**src/source/dma_settings.svh**
```systemverilog
`ifndef DMA_SETTINGS_SVH
`define DMA_SETTINGS_SVH

// register bus addresses
`define DMA_REG_ADDR  16'hFF46
`define HDMA1_ADDR    16'hFF51
`define HDMA2_ADDR    16'hFF52
`define HDMA3_ADDR    16'hFF53
`define HDMA4_ADDR    16'hFF54
`define HDMA5_ADDR    16'hFF55

// sprite table placement
`define OAM_BASE_HIGH 8'hFE
`define OAM_LENGTH    160

// general DMA destination window and block size
`define VRAM_PREFIX   3'b100
`define BLOCK_BYTES   16

`endif

```
**src/source/dma_pkg.sv**
```systemverilog
`default_nettype none

package dma_pkg;

   typedef logic [15:0] addr_t;   // memory or register address
   typedef logic [7:0]  data_t;
   typedef logic [11:0] count_t;  // up to 2048 beats

   typedef enum logic {
      OAM,
      GENERAL
   } dma_kind_e;

   typedef struct packed {
      addr_t     src_base;
      addr_t     dst_base;
      count_t    length;   // beats
      dma_kind_e kind;
   } xfer_desc_t;

   typedef struct packed {
      logic   busy;
      count_t remaining;   // beats not yet issued
   } dma_status_t;

endpackage

`default_nettype wire

```
**src/source/dma_if.sv**
```systemverilog
`timescale 1ns/1ps
`default_nettype none

// descriptor handoff from the register stage to the sequencer
interface dma_desc_if import dma_pkg::*; ();

   logic        valid;
   logic        ready;    // high while sequencer idle
   xfer_desc_t  desc;
   dma_status_t status;   // live transfer state for readback

   modport source (
      output valid,
      output desc,
      input  ready,
      input  status
   );

   modport sink (
      input  valid,
      input  desc,
      output ready,
      output status
   );

endinterface

// one address beat per cycle, no back-pressure
interface dma_beat_if import dma_pkg::*; ();

   logic  valid;
   addr_t src_addr;
   addr_t dst_addr;
   logic  last;

   modport source (
      output valid,
      output src_addr,
      output dst_addr,
      output last
   );

   modport sink (
      input valid,
      input src_addr,
      input dst_addr,
      input last
   );

endinterface

`default_nettype wire

```
**src/source/dma_reg_file.sv**
```systemverilog
`timescale 1ns/1ps
`default_nettype none
`include "dma_settings.svh"

module dma_reg_file import dma_pkg::*; (
   input  logic  I_CLK,
   input  logic  I_SYNC_RESET,
   input  addr_t reg_addr,
   input  data_t reg_wdata,
   input  logic  reg_we,
   input  logic  reg_re,
   output data_t reg_rdata,
   dma_desc_if.source desc
);

   data_t      dma_reg;
   data_t      hdma1;
   data_t      hdma2;
   data_t      hdma3;
   data_t      hdma4;
   logic [6:0] gen_blocks;   // HDMA5 low bits, n
   logic       oam_pend;
   logic       gen_pend;
   logic       locked;       // descriptor on offer, waiting for accept
   xfer_desc_t lock_desc;
   xfer_desc_t oam_desc;
   xfer_desc_t gen_desc;
   xfer_desc_t live_desc;
   count_t     blocks_left;
   data_t      hdma5_rd;
   logic       accept;
   logic       wr_hdma5;

   assign accept   = desc.valid && desc.ready;
   assign wr_hdma5 = reg_we && (reg_addr == `HDMA5_ADDR) && !reg_wdata[7]; // hblank mode ignored

   assign oam_desc = '{src_base: {dma_reg, 8'h00},
                       dst_base: {`OAM_BASE_HIGH, 8'h00},
                       length:   count_t'(`OAM_LENGTH),
                       kind:     OAM};

   assign gen_desc = '{src_base: {hdma1, hdma2[7:4], 4'h0},
                       dst_base: {`VRAM_PREFIX, hdma3[4:0], hdma4[7:4], 4'h0},
                       length:   count_t'(`BLOCK_BYTES) * (count_t'(gen_blocks) + count_t'(1)),
                       kind:     GENERAL};

   assign live_desc  = oam_pend ? oam_desc : gen_desc;   // OAM has priority
   assign desc.valid = oam_pend | gen_pend;
   assign desc.desc  = locked ? lock_desc : live_desc;

   always_ff @(posedge I_CLK) begin
      if (I_SYNC_RESET) begin
         dma_reg    <= '0;
         hdma1      <= '0;
         hdma2      <= '0;
         hdma3      <= '0;
         hdma4      <= '0;
         gen_blocks <= '0;
         oam_pend   <= 1'b0;
         gen_pend   <= 1'b0;
         locked     <= 1'b0;
      end else begin
         locked <= desc.valid && !accept;
         if (accept && desc.desc.kind == OAM) oam_pend <= 1'b0;
         if (accept && desc.desc.kind == GENERAL) gen_pend <= 1'b0;
         if (reg_we) begin
            case (reg_addr)
               `DMA_REG_ADDR: begin
                  dma_reg  <= reg_wdata;
                  oam_pend <= 1'b1;   // new write wins over the clear
               end
               `HDMA1_ADDR: hdma1 <= reg_wdata;
               `HDMA2_ADDR: hdma2 <= reg_wdata;
               `HDMA3_ADDR: hdma3 <= reg_wdata;
               `HDMA4_ADDR: hdma4 <= reg_wdata;
               default: ;
            endcase
         end
         if (wr_hdma5) begin
            gen_blocks <= reg_wdata[6:0];
            gen_pend   <= 1'b1;
         end
      end
   end

   // hold the offered descriptor steady until it is taken
   always_ff @(posedge I_CLK) begin
      lock_desc <= desc.desc;
   end

   // round up so a partly sent block still counts
   assign blocks_left = (desc.status.remaining + count_t'(`BLOCK_BYTES - 1)) /
                        count_t'(`BLOCK_BYTES);
   assign hdma5_rd    = desc.status.busy ? {1'b0, blocks_left[6:0] - 7'd1} : 8'hFF;

   always_ff @(posedge I_CLK) begin
      if (I_SYNC_RESET) begin
         reg_rdata <= '0;
      end else if (reg_re) begin
         case (reg_addr)
            `DMA_REG_ADDR: reg_rdata <= dma_reg;
            `HDMA1_ADDR:   reg_rdata <= hdma1;
            `HDMA2_ADDR:   reg_rdata <= hdma2;
            `HDMA3_ADDR:   reg_rdata <= hdma3;
            `HDMA4_ADDR:   reg_rdata <= hdma4;
            `HDMA5_ADDR:   reg_rdata <= hdma5_rd;
            default:       reg_rdata <= 8'h00;
         endcase
      end
   end

   // an offered descriptor stays up and unchanged until the sequencer takes it
   a_desc_held : assert property (@(posedge I_CLK) disable iff (I_SYNC_RESET)
      desc.valid && !desc.ready |=> desc.valid && $stable(desc.desc));

endmodule

`default_nettype wire

```
**src/source/dma_sequencer.sv**
```systemverilog
`timescale 1ns/1ps
`default_nettype none
`include "dma_settings.svh"

module dma_sequencer import dma_pkg::*; (
   input  logic I_CLK,
   input  logic I_SYNC_RESET,
   dma_desc_if.sink   desc,
   dma_beat_if.source beat,
   output logic busy
);

   typedef enum logic {
      IDLE,
      XFER
   } seq_state_e;

   seq_state_e state;
   xfer_desc_t desc_q;   // latched on accept
   count_t     count;    // beats issued so far
   logic       accept;
   logic       emit;

   assign accept      = desc.valid && desc.ready;
   assign desc.ready  = (state == IDLE);
   assign busy        = (state == XFER);
   assign desc.status = {busy, count_t'(desc_q.length - count)};
   assign emit        = (state == XFER) && !beat.last;

   always_ff @(posedge I_CLK) begin
      if (I_SYNC_RESET) begin
         state      <= IDLE;
         desc_q     <= '0;
         count      <= '0;
         beat.valid <= 1'b0;
         beat.last  <= 1'b0;
      end else begin
         case (state)
            IDLE: begin
               if (accept) begin
                  state  <= XFER;
                  desc_q <= desc.desc;
                  count  <= '0;
               end
            end
            XFER: begin
               if (beat.last) begin   // final beat just presented
                  state      <= IDLE;
                  beat.valid <= 1'b0;
                  beat.last  <= 1'b0;
               end else begin
                  beat.valid <= 1'b1;
                  beat.last  <= (count == desc_q.length - count_t'(1));
                  count      <= count + count_t'(1);
               end
            end
            default: state <= IDLE;
         endcase
      end
   end

   always_ff @(posedge I_CLK) begin
      if (emit) begin
         beat.src_addr <= desc_q.src_base + addr_t'(count);
         beat.dst_addr <= desc_q.dst_base + addr_t'(count);
      end
   end

   a_no_beat_in_idle : assert property (@(posedge I_CLK) disable iff (I_SYNC_RESET)
      state == IDLE |-> !beat.valid);

endmodule

`default_nettype wire

```
**src/source/dma_mem_port.sv**
```systemverilog
`timescale 1ns/1ps
`default_nettype none

module dma_mem_port import dma_pkg::*; (
   input  logic  I_CLK,
   input  logic  I_SYNC_RESET,
   dma_beat_if.sink beat,
   output addr_t rd_addr,
   output logic  rd_en,
   input  data_t rd_data,
   output addr_t wr_addr,
   output data_t wr_data,
   output logic  wr_en,
   output logic  pending
);

   addr_t rd_dst;         // destination riding with the read
   addr_t wait_dst;       // read data due next cycle
   logic  wait_valid;

   always_ff @(posedge I_CLK) begin
      if (I_SYNC_RESET) begin
         rd_en      <= 1'b0;
         wait_valid <= 1'b0;
         wr_en      <= 1'b0;
      end else begin
         rd_en      <= beat.valid;
         wait_valid <= rd_en;   // memory samples the read here
         wr_en      <= wait_valid;
      end
   end

   always_ff @(posedge I_CLK) begin
      rd_addr  <= beat.src_addr;
      rd_dst   <= beat.dst_addr;
      wait_dst <= rd_dst;
      wr_addr  <= wait_dst;
      wr_data  <= rd_data;   // one-cycle synchronous read result
   end

   // beats not yet at the write stage
   assign pending = rd_en | wait_valid;

   a_write_after_read : assert property (@(posedge I_CLK) disable iff (I_SYNC_RESET)
      wr_en |-> $past(rd_en, 2));

endmodule

`default_nettype wire

```
**src/source/dma_controller.sv**
```systemverilog
`timescale 1ns/1ps
`default_nettype none

module dma_controller import dma_pkg::*; (
   input  logic  I_CLK,
   input  logic  I_SYNC_RESET,

   // register bus
   input  addr_t reg_addr,
   input  data_t reg_wdata,
   input  logic  reg_we,
   input  logic  reg_re,
   output data_t reg_rdata,

   // memory side
   output addr_t rd_addr,
   output logic  rd_en,
   input  data_t rd_data,
   output addr_t wr_addr,
   output data_t wr_data,
   output logic  wr_en,

   output logic  halt_cpu
);

   dma_desc_if desc_if ();
   dma_beat_if beat_if ();

   logic seq_busy;
   logic port_pending;

   dma_reg_file reg_file_i (
      .I_CLK        (I_CLK),
      .I_SYNC_RESET (I_SYNC_RESET),
      .reg_addr     (reg_addr),
      .reg_wdata    (reg_wdata),
      .reg_we       (reg_we),
      .reg_re       (reg_re),
      .reg_rdata    (reg_rdata),
      .desc         (desc_if.source)
   );

   dma_sequencer sequencer_i (
      .I_CLK        (I_CLK),
      .I_SYNC_RESET (I_SYNC_RESET),
      .desc         (desc_if.sink),
      .beat         (beat_if.source),
      .busy         (seq_busy)
   );

   dma_mem_port mem_port_i (
      .I_CLK        (I_CLK),
      .I_SYNC_RESET (I_SYNC_RESET),
      .beat         (beat_if.sink),
      .rd_addr      (rd_addr),
      .rd_en        (rd_en),
      .rd_data      (rd_data),
      .wr_addr      (wr_addr),
      .wr_data      (wr_data),
      .wr_en        (wr_en),
      .pending      (port_pending)
   );

   // CPU stays stopped from the first beat through the last write
   always_ff @(posedge I_CLK) begin
      if (I_SYNC_RESET) begin
         halt_cpu <= 1'b0;
      end else begin
         halt_cpu <= seq_busy | port_pending;
      end
   end

endmodule

`default_nettype wire

```
**config.mk**
```make
export PLATFORM = sky130hd
export DESIGN_NAME = dma_controller
export DESIGN_NICKNAME = d
export VERILOG_FILES = /design/src/source/dma_pkg.sv /design/src/source/dma_if.sv /design/src/source/dma_reg_file.sv /design/src/source/dma_sequencer.sv /design/src/source/dma_mem_port.sv /design/src/source/dma_controller.sv
export VERILOG_INCLUDE_DIRS = /design/src /design/src/source
export SDC_FILE = /design/constraint.sdc
export NUM_CORES = 1
export LEC_CHECK = 0
export BUFFER_PORTS_ARGS = -buffer_cell sky130_fd_sc_hd__buf_2
export CAP_MARGIN = 20
export CORE_ASPECT_RATIO = 1.75
export CORE_MARGIN = 3
export CORE_UTILIZATION = 57
export DETAILED_ROUTE_END_ITERATION = 16
export PLACE_DENSITY = 0.87
export REMOVE_ABC_BUFFERS = 1
export SKIP_LAST_GASP = 1
export SYNTH_ARGS = -nofsm -noshare
export SYNTH_HDL_FRONTEND = slang
export SYNTH_SLANG_ARGS = --single-unit
```
**constraint.sdc**
```tcl
create_clock -name I_CLK -period 3.4 [get_ports I_CLK]
set_input_delay 0.34 -clock I_CLK [delete_from_list [all_inputs] [get_ports I_CLK]]
set_output_delay 0.34 -clock I_CLK [all_outputs]
set_load 0.005 [all_outputs]
```
==> impl_results.md <==
- Hold Crit Class: input pin to flip-flop
- Worst EP required: 3.65 ns
- I/O Buffers: 86
- FFs w/ async S/R, synth: 0%
- Final Max Slew Viols: 0
- Compound-Gate Fraction of Synth Area: 13.11%
- Synthesized area: 0.01098 sq mm
- Dpl hpwl: 17240 um
- Max-Cap Viols: 0
- Clock slew at reported path FFs: 0.07 ns
- Final Power: 6007 uW
- Adder-cell share of the synthesized area: 5.609%
- Layout cells sized above 1: 14.72%
- Remaining DRCs: 0
- Initial core utilization: 58.55%
- Vias/cell: 5.729
- Synth warnings: 0
- Die Footprint: 0.02102 sq mm
- Post-DRT Antenna Nets: 0
- Most frequent cells in the layout: dfxtp_1 (236), nand2_1 (195), a21oi_1 (113)
- DP Worst Slack: 0.1827 ns
- TritonCTS clock tree: built
- Clk sink count: 270
- Post-synthesis cell count: 1168
- Clock latency at the later pin of the worst-skew pair: 0.52 ns
- Via count: 8680
- Core ar.: 0.01875 sq mm
- DIE WIDTH: 110.9 um
- Sequential fraction of the synthesis area: 52.17%
- EDFF count, synth: 32
- RSZ-0062 raised after global routing: yes
- Total CTS buffers: 23
- Fin Clk Skew: 0.01310 ns
- RePlAce Congestion: 0.8996
- DRT Wirelength: 24880 um
- Global-route usage over all layers: 23.38%
- N_diodes: 0
- Final Hold Viols: 0
- F_max: 314.4 MHz
- #FFs+latches synth: 270
- Slew margin rel.: 34.97%
- Largest net degree at the start of global routing: 67
- Top reg by flops: reg_file_i.lock_desc
- CTS HTree Levels: 1
- Regs by FF count: reg_file_i.lock_desc (45), sequencer_i.desc_q (44)
- CP Capture Type: flip-flop
- Antenna violations before repair: 0
- Ports: 87
- Global-route wire length before repair: 41280 um
- Final layout net count: 1344
- Final Core Density: 66.93%
- Drt first-iter violations: 516
- Minimum clock period: 3.181 ns
- Vias in the first global route: 8780
- Final period util: 93.56%
- Largest family of logic cells by synthesized area: simple AND/OR/NAND/NOR gates
- Final instance area: 0.01255 sq mm
- Pwr/cell area: 478.8 mW/mm^2
- # rows: 66
- Root Driver: clkbuf_16
- Arr. time, crit path: 3.43 ns
- Synth Area in Simple Gates: 19.19%
- Outcome: finished clean
- Setup slack after layout: 0.2189 ns
- Maximum buffer depth of the clock tree: 3
- Final setup vio count: 0
- Startpoint types: flip-flop
- Placed Area: 0.01167 sq mm
- Mux cell area share after synthesis: 1.471%
- Finished Layout Cells: 1515
- Worst Path Class, Setup: flip-flop to flip-flop
- Die Height: 189.6 um
- Total grt overflow: 0
- Worst R2R Setup Slack: 0.22 ns
- 1st-pass router iterations: 6
- Mean Syn Cell Area: 9.397 sq um
- Most common cell after layout, fill and taps aside: dfxtp_1
- Filler cells: 1399
- Max FFs per register: 45
- Placed cells: 1464
- P&R area growth vs syn: 14.31%
- Leak pwr: 0.004884 uW
- Actual slew at the worst max-slew pin: 0.9754 ns
- Main flop type after synthesis: dfxtp_1
- CP Max Fanout: 7
- Maximum VDD drop: 0.4402 mV
- Synth unique cells: 75
- Synth Area in XOR/XNOR: 5.187%
- WL/cell: 16.42 um
-- per-layer routing --
metal | global-route usage (%) | vias to the layer above | wire length [um]
li1 | - | 4232 | -
met2 | 43.38 | 312 | 12740
met1 | 25.15 | 4051 | 9344
met4 | 14.41 | 0 | 1501
met3 | 2.578 | 85 | 1293
met5 | 0 | - | 0
-- power breakdown --
group          total (uW)  switching, uW  internal [uW]
Sequential           3220           1.78           3220
Combinational        98.1           64.2           33.9
Clock                2690           1190           1500
Total                6010           1250           4750
-- final cells by class --
type / count / area, sq um / share of cell area, %
sequential: 270 / 5728 / 45.66
clock buffer: 24 / 579.3 / 4.618
multi-input combinational: 810 / 4905 / 39.09
inverter: 36 / 135.1 / 1.077
tap: 238 / 297.8 / 2.374
clock inverter: 18 / 200.2 / 1.596
timing repair buffer: 119 / 700.7 / 5.585
-- synth_stat cells (5+ instances only) --
| master | instances | area share, % |
|---|---|---|
| o21ai_0 | 44 | 2.0 |
| xor2_1 | 14 | 1.1 |
| or3_1 | 6 | 0.34 |
| nand2b_1 | 19 | 1.1 |
| a21oi_1 | 114 | 5.2 |
| edfxtp_1 | 32 | 8.8 |
| ha_1 | 46 | 5.2 |
| a22oi_1 | 7 | 0.48 |
| nand4_1 | 11 | 0.63 |
| a222oi_1 | 5 | 0.46 |
| a221oi_1 | 5 | 0.40 |
| nor3_1 | 23 | 1.0 |
| a31oi_1 | 7 | 0.40 |
| nand2_1 | 195 | 6.7 |
| nor2_1 | 70 | 2.4 |
| xnor2_1 | 51 | 4.1 |
| clkbuf_1 | 44 | 1.5 |
| and2_1 | 16 | 0.91 |
| dfxtp_1 | 238 | 43 |
| inv_1 | 35 | 1.2 |
| mux2i_1 | 15 | 1.4 |
| nor2b_1 | 13 | 0.74 |
| nand3_1 | 59 | 2.7 |
-- path summary, 6_finish.rpt --
check / startpoint / endpoint / cells after the start
setup / recovery: sequencer_i.count[0] / sequencer_i.beat.src_addr[14] / 11
setup reg to reg: sequencer_i.count[0] / sequencer_i.beat.src_addr[14] / 11
hold / removal: reg_wdata[5] / reg_file_i.dma_reg[5] / 3
hold reg to reg: mem_port_i.rd_dst[15] / mem_port_i.wait_dst[15] / 0
-- critical path, cell delays in order, from the launching register on --
cell and delay, ns:
dfxtp_1 0.45, ha_1 0.21, inv_1 0.06, fa_1 0.40, nor2b_1 0.13, o21ai_0 0.17, a21boi_0 0.39, o211ai_1 0.19
a21oi_1 0.18, a211oi_1 0.12, a2111oi_1 0.49, xor2_1 0.13
-- logic make-up (layout without fill, tap and decap cells) --
kind of cell,count (synthesis),after routing
muxes,16,16
buffers and inverters,88,197
AOI/OAI and AO/OA,233,233
DFF,270,270
and+or+nand+nor,448,448
xor gates and xnor gates,65,65
adders and majority gates,48,48
-- through the flow --
stage	hold slack [ns]	setup TNS, ns
3_5_place_dp	0.3121	0
2_1_floorplan	0.3096	-11.66
5_1_grt	0.1319	-0.02978
4_1_cts	0.1144	0
6_report	0.1388	0
3_3_place_gp	0.3097	0
-- what timing repair did --
action,4_1_cts,5_1_grt
setup buffers,0,1
setup endpoints to repair,0,2
hold buffers,8,0
resized for setup,0,4
endpoints found under the hold margin,8,0
Power figures use the tool's default switching activity.
